**src/rtl/pixelGenPkg.sv**
```systemverilog
// raster widths, pixel and edge types, stage structs and pipeline constants
package pixelGenPkg;

	// --------------------------------------------------
	// raster and color widths
	// --------------------------------------------------
	localparam int lpHposWidth = 11;
	localparam int lpVposWidth = 11;
	// one extra bit so edges can sit left of or above the screen
	localparam int lpEdgeWidth = lpHposWidth + 1;
	localparam int lpChanWidth = 4;
	localparam int lpRgbWidth = 3 * lpChanWidth;

	typedef logic [lpHposWidth-1:0] hposT;
	typedef logic [lpVposWidth-1:0] vposT;
	typedef logic signed [lpEdgeWidth-1:0] edgeT;
	typedef logic [lpChanWidth-1:0] chanT;
	typedef logic [lpRgbWidth-1:0] rgbT;

	// --------------------------------------------------
	// square layer
	// --------------------------------------------------
	localparam int lpSquareNum = 7;

	// inclusive edges, left > right or top > under paints nothing
	typedef struct packed {
		rgbT  color;
		edgeT left;
		edgeT right;
		edgeT top;
		edgeT under;
	} squareT;

	// --------------------------------------------------
	// scene fade
	// --------------------------------------------------
	localparam int lpFadeWidth = 5;
	localparam int lpFadeMax = 16;
	localparam int lpFrameTimingWidth = 7;

	typedef logic [lpFadeWidth-1:0] fadeT;
	typedef logic [lpFrameTimingWidth-1:0] frameTimingT;

	typedef struct packed {
		rgbT         color;
		frameTimingT frameTiming;
		logic        addEn;
		logic        subEn;
		logic        fadeRst;
	} sceneCtrlT;

	// --------------------------------------------------
	// pipeline slots and output FIFO
	// --------------------------------------------------
	typedef struct packed {
		logic valid;
		logic frameEnd;
		hposT hpos;
		vposT vpos;
	} drawPosT;

	typedef struct packed {
		logic valid;
		logic frameEnd;
		rgbT  pixel;
	} pixelStageT;

	// registered stages between issue and FIFO write
	localparam int lpPipeDepth = 2;
	localparam int lpFifoDepth = 64;
	localparam int lpFifoPtrWidth = $clog2(lpFifoDepth);
	localparam int lpFifoCntWidth = $clog2(lpFifoDepth) + 1;

	typedef logic [lpFifoPtrWidth-1:0] fifoPtrT;
	typedef logic [lpFifoCntWidth-1:0] fifoCntT;

endpackage
```
**src/rtl/pixelGen.sv**
```systemverilog
// top level joining position counter, square layer, scene fade and output FIFO
`timescale 1ns/100ps

module pixelGen
	import pixelGenPkg::*;
#(
	parameter int pHActive = 480,
	parameter int pVActive = 272
)(
	input  logic      iCLK,
	input  logic      iRST,
	input  squareT    squares [lpSquareNum],
	input  sceneCtrlT sceneCtrl,
	input  logic      re,
	output rgbT       rd,
	output logic      rdValid,
	output logic      empty,
	output logic      oFrameEnd,
	output logic      sceneAlphaMax,
	output logic      sceneAlphaMin
);

	// --------------------------------------------------
	// stage links
	// --------------------------------------------------
	drawPosT posSlot;
	pixelStageT squarePixel;
	pixelStageT fadePixel;
	// FIFO back to the counter
	logic fifoRoom;

	drawPosition #(
		.pHActive (pHActive),
		.pVActive (pVActive)
	) drawPosition (
		.iCLK (iCLK),
		.iRST (iRST),
		.room (fifoRoom),
		.pos  (posSlot)
	);

	// one cycle
	squareLayer squareLayer (
		.iCLK     (iCLK),
		.iRST     (iRST),
		.pos      (posSlot),
		.squares  (squares),
		.pixelOut (squarePixel)
	);

	// one cycle, output goes straight into the FIFO
	sceneFade sceneFade (
		.iCLK          (iCLK),
		.iRST          (iRST),
		.pixelIn       (squarePixel),
		.sceneCtrl     (sceneCtrl),
		.pixelOut      (fadePixel),
		.sceneAlphaMax (sceneAlphaMax),
		.sceneAlphaMin (sceneAlphaMin)
	);

	pixelFifo pixelFifo (
		.iCLK    (iCLK),
		.iRST    (iRST),
		.pixelIn (fadePixel),
		.re      (re),
		.rd      (rd),
		.rdValid (rdValid),
		.empty   (empty),
		.room    (fifoRoom)
	);

	// frame end as issued by the counter
	assign oFrameEnd = posSlot.frameEnd;

endmodule

```
**src/rtl/pixelFifo.sv**
```systemverilog
// synchronous pixel FIFO with registered read, empty flag and room for in-flight pixels
`timescale 1ns/100ps

module pixelFifo
	import pixelGenPkg::*;
(
	input  logic       iCLK,
	input  logic       iRST,
	input  pixelStageT pixelIn,
	input  logic       re,
	output rgbT        rd,
	output logic       rdValid,
	output logic       empty,
	output logic       room
);

	// --------------------------------------------------
	// storage and pointers
	// --------------------------------------------------
	rgbT mem [lpFifoDepth];
	// depth is a power of two, pointers wrap by themselves
	fifoPtrT wrPtr;
	fifoPtrT rdPtr;
	fifoCntT cnt;
	logic wrEn;
	logic rdEn;
	logic full;

	// every valid pixel is written, room guarantees space
	assign wrEn = pixelIn.valid;
	// strobe while empty is dropped
	assign rdEn = re & ~empty;

	assign empty = (cnt == '0);
	assign full  = (cnt == fifoCntT'(lpFifoDepth));
	// leave space for the pixels already in the pipe
	assign room  = (cnt + fifoCntT'(lpPipeDepth)) < fifoCntT'(lpFifoDepth);

	always_ff @(posedge iCLK)
	begin
		if (wrEn)
		begin
			mem[wrPtr] <= pixelIn.pixel;
		end
	end

	always_ff @(posedge iCLK)
	begin
		if (iRST)
		begin
			wrPtr <= '0;
			rdPtr <= '0;
			cnt   <= '0;
		end
		else
		begin
			if (wrEn)
			begin
				wrPtr <= wrPtr + 1'b1;
			end
			if (rdEn)
			begin
				rdPtr <= rdPtr + 1'b1;
			end
			// simultaneous write and read keeps the count
			case ({wrEn, rdEn})
				2'b10: cnt <= cnt + 1'b1;
				2'b01: cnt <= cnt - 1'b1;
				default: cnt <= cnt;
			endcase
		end
	end

	// --------------------------------------------------
	// read port
	// --------------------------------------------------
	// oldest pixel one cycle after the strobe
	always_ff @(posedge iCLK)
	begin
		if (iRST)
		begin
			rdValid <= 1'b0;
		end
		else
		begin
			rdValid <= rdEn;
		end
		if (rdEn)
		begin
			rd <= mem[rdPtr];
		end
	end

	// upstream throttling must keep a full FIFO from seeing a write
	assert property (@(posedge iCLK) disable iff (iRST)
		full |-> !pixelIn.valid);

endmodule

```
**src/rtl/sceneFade.sv**
```systemverilog
// fade level control per frame and per-channel blend toward the scene color
`timescale 1ns/100ps

module sceneFade
	import pixelGenPkg::*;
(
	input  logic       iCLK,
	input  logic       iRST,
	input  pixelStageT pixelIn,
	input  sceneCtrlT  sceneCtrl,
	output pixelStageT pixelOut,
	output logic       sceneAlphaMax,
	output logic       sceneAlphaMin
);

	fadeT level;
	frameTimingT frameCnt;
	logic frameDone;
	logic stepNow;
	rgbT blended;

	// --------------------------------------------------
	// blend
	// --------------------------------------------------
	// (src * (16 - lvl) + dst * lvl) >> 4
	// max sum 15 * 16 fits in 9 bits
	function automatic chanT blendChannel(input chanT src, input chanT dst, input fadeT lvl);
		logic [8:0] mix;
		mix = 9'(src) * 9'(fadeT'(lpFadeMax) - lvl) + 9'(dst) * 9'(lvl);
		return mix[7:4];
	endfunction

	// r, g and b handled alike
	always_comb
	begin
		for (int c = 0; c < 3; c++)
		begin
			blended[c*lpChanWidth +: lpChanWidth] = blendChannel(
				pixelIn.pixel[c*lpChanWidth +: lpChanWidth],
				sceneCtrl.color[c*lpChanWidth +: lpChanWidth],
				level);
		end
	end

	// --------------------------------------------------
	// frame counter and fade level
	// --------------------------------------------------
	// last pixel of a frame passing through this stage
	assign frameDone = pixelIn.valid & pixelIn.frameEnd;
	// step once every frameTiming + 1 frames
	assign stepNow = frameDone & (frameCnt == sceneCtrl.frameTiming);

	// updates on the edge that registers the frame-end pixel
	// first pixel of the next frame already sees the new level
	always_ff @(posedge iCLK)
	begin
		if (iRST || sceneCtrl.fadeRst)
		begin
			level    <= '0;
			frameCnt <= '0;
		end
		else if (stepNow)
		begin
			frameCnt <= '0;
			// add wins if both are set
			if (sceneCtrl.addEn && (level < fadeT'(lpFadeMax)))
			begin
				level <= level + 1'b1;
			end
			else if (sceneCtrl.subEn && (level != '0))
			begin
				level <= level - 1'b1;
			end
		end
		else if (frameDone)
		begin
			frameCnt <= frameCnt + 1'b1;
		end
	end

	// level limits
	assign sceneAlphaMax = (level == fadeT'(lpFadeMax));
	assign sceneAlphaMin = (level == '0);

	// --------------------------------------------------
	// stage register
	// --------------------------------------------------
	always_ff @(posedge iCLK)
	begin
		if (iRST)
		begin
			pixelOut.valid    <= 1'b0;
			pixelOut.frameEnd <= 1'b0;
		end
		else
		begin
			pixelOut.valid    <= pixelIn.valid;
			pixelOut.frameEnd <= pixelIn.frameEnd;
		end
		if (pixelIn.valid)
		begin
			pixelOut.pixel <= blended;
		end
	end

	// level stays in range
	assert property (@(posedge iCLK) disable iff (iRST)
		level <= fadeT'(lpFadeMax));

endmodule

```
**src/rtl/squareLayer.sv**
```systemverilog
// seven-rectangle hit test with lowest-index priority and a registered pixel
`timescale 1ns/100ps

module squareLayer
	import pixelGenPkg::*;
(
	input  logic       iCLK,
	input  logic       iRST,
	input  drawPosT    pos,
	input  squareT     squares [lpSquareNum],
	output pixelStageT pixelOut
);

	// --------------------------------------------------
	// signed position
	// --------------------------------------------------
	edgeT hEdge;
	edgeT vEdge;
	logic [lpSquareNum-1:0] hit;
	rgbT pixelNext;

	// zero extend so the compare against negative edges works
	assign hEdge = {1'b0, pos.hpos};
	assign vEdge = {1'b0, pos.vpos};

	// --------------------------------------------------
	// parallel hit test
	// --------------------------------------------------
	// inclusive on all four edges
	// empty rectangles fail one of the two ranges by themselves
	always_comb
	begin
		for (int i = 0; i < lpSquareNum; i++)
		begin
			hit[i] = (squares[i].left <= hEdge) && (hEdge <= squares[i].right)
				&& (squares[i].top <= vEdge) && (vEdge <= squares[i].under);
		end
	end

	// black by default
	// walk downward so the lowest index is written last and wins
	always_comb
	begin
		pixelNext = '0;
		for (int i = lpSquareNum - 1; i >= 0; i--)
		begin
			if (hit[i])
			begin
				pixelNext = squares[i].color;
			end
		end
	end

	// --------------------------------------------------
	// stage register
	// --------------------------------------------------
	always_ff @(posedge iCLK)
	begin
		if (iRST)
		begin
			pixelOut.valid    <= 1'b0;
			pixelOut.frameEnd <= 1'b0;
		end
		else
		begin
			pixelOut.valid    <= pos.valid;
			pixelOut.frameEnd <= pos.frameEnd;
		end
		// payload only moves with a real pixel
		if (pos.valid)
		begin
			pixelOut.pixel <= pixelNext;
		end
	end

endmodule

```
**src/rtl/drawPosition.sv**
```systemverilog
// raster position counter issuing one slot per cycle with a frame-end strobe
`timescale 1ns/100ps

module drawPosition
	import pixelGenPkg::*;
#(
	parameter int pHActive = 480,
	parameter int pVActive = 272
)(
	input  logic    iCLK,
	input  logic    iRST,
	input  logic    room,
	output drawPosT pos
);

	// --------------------------------------------------
	// raster counters
	// --------------------------------------------------
	hposT hCnt;
	vposT vCnt;
	logic hLast;
	logic vLast;

	// last column and last line of the active area
	assign hLast = (hCnt == hposT'(pHActive - 1));
	assign vLast = (vCnt == vposT'(pVActive - 1));

	// advance only when the FIFO can take every pixel in flight
	always_ff @(posedge iCLK)
	begin
		if (iRST)
		begin
			hCnt <= '0;
			vCnt <= '0;
		end
		else if (room)
		begin
			if (hLast)
			begin
				hCnt <= '0;
				// wrap to the top after the last line
				vCnt <= vLast ? '0 : vCnt + 1'b1;
			end
			else
			begin
				hCnt <= hCnt + 1'b1;
			end
		end
	end

	// --------------------------------------------------
	// issued slot
	// --------------------------------------------------
	// position comes straight from the counter registers
	// no room means an invalid slot while the counters hold
	always_comb
	begin
		pos.valid    = room;
		pos.frameEnd = room & hLast & vLast;
		pos.hpos     = hCnt;
		pos.vpos     = vCnt;
	end

	// counters never leave the active area
	assert property (@(posedge iCLK) disable iff (iRST)
		(hCnt < hposT'(pHActive)) && (vCnt < vposT'(pVActive)));

endmodule

```
**config.mk**
```make
export PLATFORM = sky130hd
export DESIGN_NAME = pixelGen
export DESIGN_NICKNAME = d
export VERILOG_FILES = /design/src/rtl/pixelGenPkg.sv /design/src/rtl/pixelGen.sv /design/src/rtl/pixelFifo.sv /design/src/rtl/sceneFade.sv /design/src/rtl/squareLayer.sv /design/src/rtl/drawPosition.sv
export SDC_FILE = /design/constraint.sdc
export NUM_CORES = 2
export LEC_CHECK = 0
export ABC_CLOCK_PERIOD_IN_PS = 4600
export CORE_AREA = 3 3 341 343
export CTS_BUF_LIST = sky130_fd_sc_hd__clkbuf_2 sky130_fd_sc_hd__clkbuf_4 sky130_fd_sc_hd__clkbuf_8
export DETAILED_ROUTE_END_ITERATION = 16
export DIE_AREA = 0 0 344 346
export DONT_BUFFER_PORTS = 1
export PLACE_DENSITY = 0.56
export SLEW_MARGIN = 40
export SYNTH_ARGS = -nofsm -noshare
export SYNTH_HDL_FRONTEND = slang
export SYNTH_SLANG_ARGS = --single-unit
export TNS_END_PERCENT = 100
```
**constraint.sdc**
```tcl
create_clock -name iCLK -period 4.6 [get_ports iCLK]
set_input_delay 0.69 -clock iCLK [delete_from_list [all_inputs] [get_ports iCLK]]
set_output_delay 0.69 -clock iCLK [all_outputs]
set_load 0.005 [all_outputs]
```
# Word-level counts from Yosys, hierarchy flattened
# Memories as Yosys holds them, arrays and structs flattened. A register that Yosys moved wholly into a read port is not among the register bits.
# Index checks and enable logic that the tools add are counted.
# Widths: inputs -> output; s select.
# word_totals
n_memories	1
input_bits	445
ramBits	768
out_inout_bits	17
ff_bits	81
# mem_list
name	words	word_bits	rd	rd_clocked_by_memory_dff	write_ports	line_no	text
pixelFifo.mem	64	12	1	1	1	pixelFifo.sv:20	rgbT mem [lpFifoDepth];
# classes
reduce_logical	32
n_mux	14
n_lt_le_gt_ge	30
n_eq_ne	6
multipliers	6
bitwise_logic	6
addsub	14
# op_table
op	count
$le 12x12->1	28
$mux 12	7
$add 8x8->8	3
$mul 4x5->8	3
$logic_and 1x1->1	23
$add 11x1->11 const B	2
$eq 11x9->1 const B	2
$mux 11	2
$mul 4x9->8	2
$add 7x1->7 const B	2
$pmux 7 s2	1
$add 6x1->6 const B	2
$mux 5	2
$mul 5x6->8	1
$add 7x2->7 const B	1
$eq 7x7->1	1
$logic_not 7->1	1
$lt 7x7->1 const B	1
$sub 7x1->7 const B	1
$sub 5x5->6 const A	1
$add 5x1->5 const B	1
$and 1x1->1	5
$eq 5x5->1 const B	1
$logic_not 5->1	1
11 further kinds	14

# Longest topological paths before layout
# depth
ltp_word	11
mapped_depth	21
mapped_depth_nobuf	19

# Hierarchy
# A second synthesis with hierarchy kept.
# hier_totals
cells_unflattened	3313
hier_area_um2	45912.8
# modules_own_cells
module	cells_per_inst	n_inst	area_per_inst_um2	seq_area_each_um2
pixelFifo	1536	1	31164.9	23822.8
squareLayer	1131	1	8809.7	400.4
sceneFade	508	1	4744.6	640.6
drawPosition	138	1	1193.6	440.4

# Least setup slack after synthesis
# No wires, ideal clock.
# synth_path
path_kind	flip-flop to flip-flop
start	register sceneFade.level[0]
end	register sceneFade.pixelOut[3] (netlist bit), data pin
period_less_slack_ns	5.075
arrival_ns	4.815
setup_slack_ns	-0.475
path_stages_with_launch	21
setup_ns	0.260
path_buffers	2
path_cell_list	dfxtp_1 clkbuf_1 inv_1 ha_1 nor3b_1 ha_1 clkbuf_1 nand2b_1 fa_1 inv_1 fa_1 fa_1 inv_1 fa_1 inv_1 ha_1 and2_1 o21a_1 o21a_1 nor2_1 xnor2_1
# synth_between
elab_chain_cells	3
# synth_rtl
element	line_no	text
from (decl)	sceneFade.sv:16	fadeT level;
from (signal assigned)	sceneFade.sv:68	level <= level + 1'b1;
from (signal assigned)	sceneFade.sv:72	level <= level - 1'b1;
$sub 5x5->6	sceneFade.sv:29	mix = 9'(src) * 9'(fadeT'(lpFadeMax) - lvl) + 9'(dst) * 9'(lvl);
$mul 5x6->8	sceneFade.sv:29	
$add 8x8->8 (*)	sceneFade.sv:29	
net sceneFade.blended[3]	sceneFade.sv:20	rgbT blended;
to (decl)	sceneFade.sv:11	output pixelStageT pixelOut,
# The timed path passes the listed nets; every way through them passes the cells marked *.
# A chain may end at the register's enable or synchronous reset.

# Worst setup path after layout
# Same ends and word-level chain as after synthesis.

==> key figures <==
Detailed routing
  • # DRC: 0
  • Final WL: ~130000 um
  • 1st-pass router iterations: 7
  • Starting DRT DRC Count: about 2100
  • WL per Instance: ~27 um
  • DR vias: between 20000 and 30000
  • Antenna-violating nets left: 0
  • Vias per Instance: approximately 5.6

Floorplanning
  • Core footprint: ~110000 um^2
  • I/O Pins: around 460
  • Die Footprint: ~120000 um^2
  • FP Rows: 124
  • Die width: roughly 340 um
  • Initial core utilization: around two fifths
  • Die Y: around 350 um

Run status
  • Status: finished, final reports clean

CTS
  • Longest Clk Path Bufs: 3
  • Clock-pin slew on the worst setup and hold paths: 0.06 ns
  • Clock sink count: between 800 and 900
  • Clk_lat worst skew: 0.77 ns
  • H-Tree Level Count: 4
  • CTS tree: done
  • Root Driver: clkbuf_8
  • Num CTS Buffers: roughly 140

Final layout
  • Area Overhead vs Synth: 12.9%
  • Nets: approximately 4200
  • Fin area: ~51000 um^2
  • Layout cell share with drive strength beyond 1: 21.1%
  • Final core occ: between 40 and 50%

Critical path
  • CP Max Fanout: 5
  • CP cell instances: inv_4, ha_4, nor3b_4, ha_4, nand2b_4, fa_1, inv_1, fa_1, fa_1, inv_1, fa_1, inv_2, ha_4, and2_4, o21a_1, o21a_1, nor2_2, xnor2_1
  • CP max-delay cell: fa_1
  • Crit. End Element: register
  • WP buf/inv: 4
  • CP dominant cell by count: fa_1
  • Critical path class: reg -> reg
  • FF-to-FF setup slack: approximately 0.12 ns
  • WP depth: 18
  • Worst path max stage delay: a little under 0.5 ns
  • Reg2Reg Depth: 18
  • FF-to-FF Start: sceneFade.level[0]
  • Req. time, crit path: slightly above 5 ns
  • Critical path data arrival time: around 5 ns
  • Startpoint Class: register
  • FF-to-FF End: sceneFade.pixelOut[3]
  • CP top delay family: adder cells

Hold path
  • HP Class: in -> reg
  • Endpoint, Worst Hold: squareLayer.pixelOut[9]
  • Hold path startpoint: squares[417]
  • Hold Crit Depth: 2

Timing
  • Final Hold Viols: 0
  • Final setup vio count: 0
  • Worst-margin pin slew: a little over 0.8 ns
  • Final worst slack: between 0.1 and 0.15 ns
  • Max Freq: between 200 and 250 MHz
  • Max Clock Skew: approximately 0.027 ns
  • Tmin final: around 4.5 ns
  • Final Slew Violations: 0
  • Tcrit/Tclk final: 97.3%
  • Slew HR: between 40 and 50%

Placement
  • DPL Wire Length: between 90000 and 100000 um
  • DP Area: 48000 um^2
  • RePlAce Congestion: 0.986
  • Post-Place Setup Slack: -0.00692 ns
  • IO Port Bufs: 0

Logic synthesis
  • Seq/Total Area, Yosys: 55.9%
  • Cell type with the highest aggregate area in the netlist: edfxtp_1
  • Dominant synthesized flop cell: edfxtp_1
  • Mapped Avg Cell Area: 14.6 um^2
  • Mapped Nets: between 3000 and 4000
  • Top cells by area, synth: edfxtp_1 (53%), mux4_2 (13%), ha_1 (10%), fa_1 (3.1%), inv_1 (2.6%)
  • Post-synth top cells: edfxtp_1 (804), ha_1 (369), inv_1 (313)
  • Asr flop ratio synth: 0%
  • Post-synth EDFFs: around 800
  • FF+latch count, synth: 861
  • Most common cell in the synthesized netlist: edfxtp_1
  • Synth top area share: 53.4%
  • Post-Synthesis Cells: between 3000 and 4000
  • Mapped Area: roughly 45000 um^2
  • Yosys warnings: 0
  • Distinct cells, synth: 72

Power
  • Switching share of power: ~28%
  • Pleak: ~18 nW
  • Share of total power in combinational logic: approximately 22%
  • Internal: 14.9 mW
  • Pwr dens: approximately 410 nW/um^2
  • Reg power frac: a little under half
  • Clk pwr share: a little under a third
  • Worst VDD drop: between 0.0002 and 0.0003 V
  • Psw: just under 6 mW

Job
  • Max-cap violations: 0

GRT
  • Largest net degree at the start of global routing: ~80
  • Vias in the first global route: slightly below 30000
  • Total GRT Usage: a little over a fifth
  • First-pass GRT wire length: between 150000 and 200000 um
  • Antenna violations before repair: 19
  • Total grt overflow: 0
[worst register-to-register path: stages (launching register included)]
cell	delay, ns
dfxtp_4	0.36
inv_4	0.07
ha_4	0.17
nor3b_4	0.25
ha_4	0.25
nand2b_4	0.14
fa_1	0.48
inv_1	0.05
fa_1	0.49
fa_1	0.49
inv_1	0.05
fa_1	0.49
inv_2	0.05
ha_4	0.21
and2_4	0.14
o21a_1	0.19
o21a_1	0.19
nor2_2	0.09
xnor2_1	0.07
[metrics by stage]
stage	setup TNS, ns	hold WS (ns)	instances	total power [mW]
global placement	0	0.499	4626	14.3
CTS	0	0.0789	4886	21.1
detailed placement	-0.00692	0.517	4631	14.5
floorplan	-0.0858	0.470	3090	12.8
finish	0	0.193	4904	20.9
global route	-0.0518	0.110	4901	21.9
[cell families (layout without fill, tap and decap cells)]
| logic type | after synthesis | count (layout) | share of synthesized area [%] |
|---|---|---|---|
| multiplexers | 254 | 254 | 12.6 |
| adder cells (fa/ha/maj) | 440 | 440 | 13.3 |
| XOR/XNOR | 92 | 92 | 1.78 |
| AND/OR/NAND/NOR | 692 | 692 | 7.87 |
| buffers and inverters | 413 | 705 | 3.60 |
| other | 0 | 10 | 0 |
| flip-flops | 861 | 861 | 55.9 |
| AO/OA/AOI/OAI | 338 | 338 | 4.93 |
[flip-flops by register name, indices dropped and copies added, names as in the netlist]
| signal | count |
|---|---|
| drawPosition.hCnt | 11 |
| drawPosition.vCnt | 11 |
| pixelFifo.cnt | 7 |
| pixelFifo.mem | 768 |
| pixelFifo.rd | 12 |
| pixelFifo.rdPtr | 6 |
| pixelFifo.rdValid | 1 |
| pixelFifo.wrPtr | 6 |
| sceneFade.frameCnt | 7 |
| sceneFade.level | 5 |
| sceneFade.pixelOut | 13 |
| squareLayer.pixelOut | 14 |
[how the worst max path moves through the flow]
stage	slack (ns)	endpoint	start
4_1_cts	0.01	sceneFade.pixelOut[7]	sceneFade.level[0]
3_5_place_dp	-0.007	sceneFade.pixelOut[11]	sceneFade.level[0]
2_1_floorplan	-0.09	sceneFade.pixelOut[3]	sceneFade.level[0]
3_3_place_gp	0.03	sceneFade.pixelOut[11]	sceneFade.level[0]
6_report	0.12	sceneFade.pixelOut[3]	sceneFade.level[0]
5_1_grt	-0.03	sceneFade.pixelOut[3]	sceneFade.level[0]
[cells in the final DEF, fill, tap and decap left out, types with 10 or more instances in the layout]
master    instances
ha_1            362
a211oi_1         29
xnor2_1          74
diode_2          10
mux4_2          252
nand2b_1         26
inv_1           310
o211ai_1         18
clkinv_2         10
a21oi_1          81
nand4_1          57
dfxtp_1          49
a31oi_1          15
nor2_1          182
fa_1             71
nand3_1          55
nor4_1           22
nand2_1         107
buf_4           128
o21ai_0          73
clkbuf_4         49
and2_1           77
edfxtp_1        804
a21o_1           25
nor2b_1          28
clkbuf_8        152
xor2_1           16
nor3_1           36
or3_1            14
nand4b_1         13
o21a_1           18
a211o_1          11
buf_12           10
nor2_2           22
clkinv_1         24
[power groups by stage]
| stage | combinational (mW) | clock, mW | sequential, mW |
|---|---|---|---|
| 3_3_place_gp | 4.36 | 0 | 9.98 |
| 5_1_grt | 4.94 | 7.16 | 9.82 |
| 6_report | 4.52 | 6.58 | 9.79 |
| 4_1_cts | 4.59 | 6.76 | 9.79 |
| 2_1_floorplan | 2.58 | 0 | 10.2 |
| 3_5_place_dp | 4.57 | 0 | 9.96 |
[cell type report]
| cell class | instances | area, um^2 |
|---|---|---|
| diodes | 10 | 25.0 |
| clock buffers | 201 | 2460 |
| clock inverters | 49 | 342 |
| fillers | 10081 | 62800 |
| inverters | 313 | 1180 |
| multi-input cells | 1816 | 18600 |
| flip-flops and latches | 861 | 25300 |
| well taps | 1512 | 1890 |
| repair buffers | 142 | 1220 |
[per-layer routing]
layer	up-vias	GRT usage [%]	share of wire, %
met2	1081	36.5	50
met1	13936	27.2	39
met4	12	8.16	3.4
met3	236	5.75	7.4
met5	-	0	0.069
li1	12184	-	-
[timing repair]
action                                  in CTS  in global routing
hold buffers                                 1                  0
pin swaps                                    0                 17
resized for setup                            1                 16
hold endpoints to repair                    27                  0
setup buffers                                4                  8
endpoints found under the setup margin       1                  6
(Power assumes the default switching activity.)
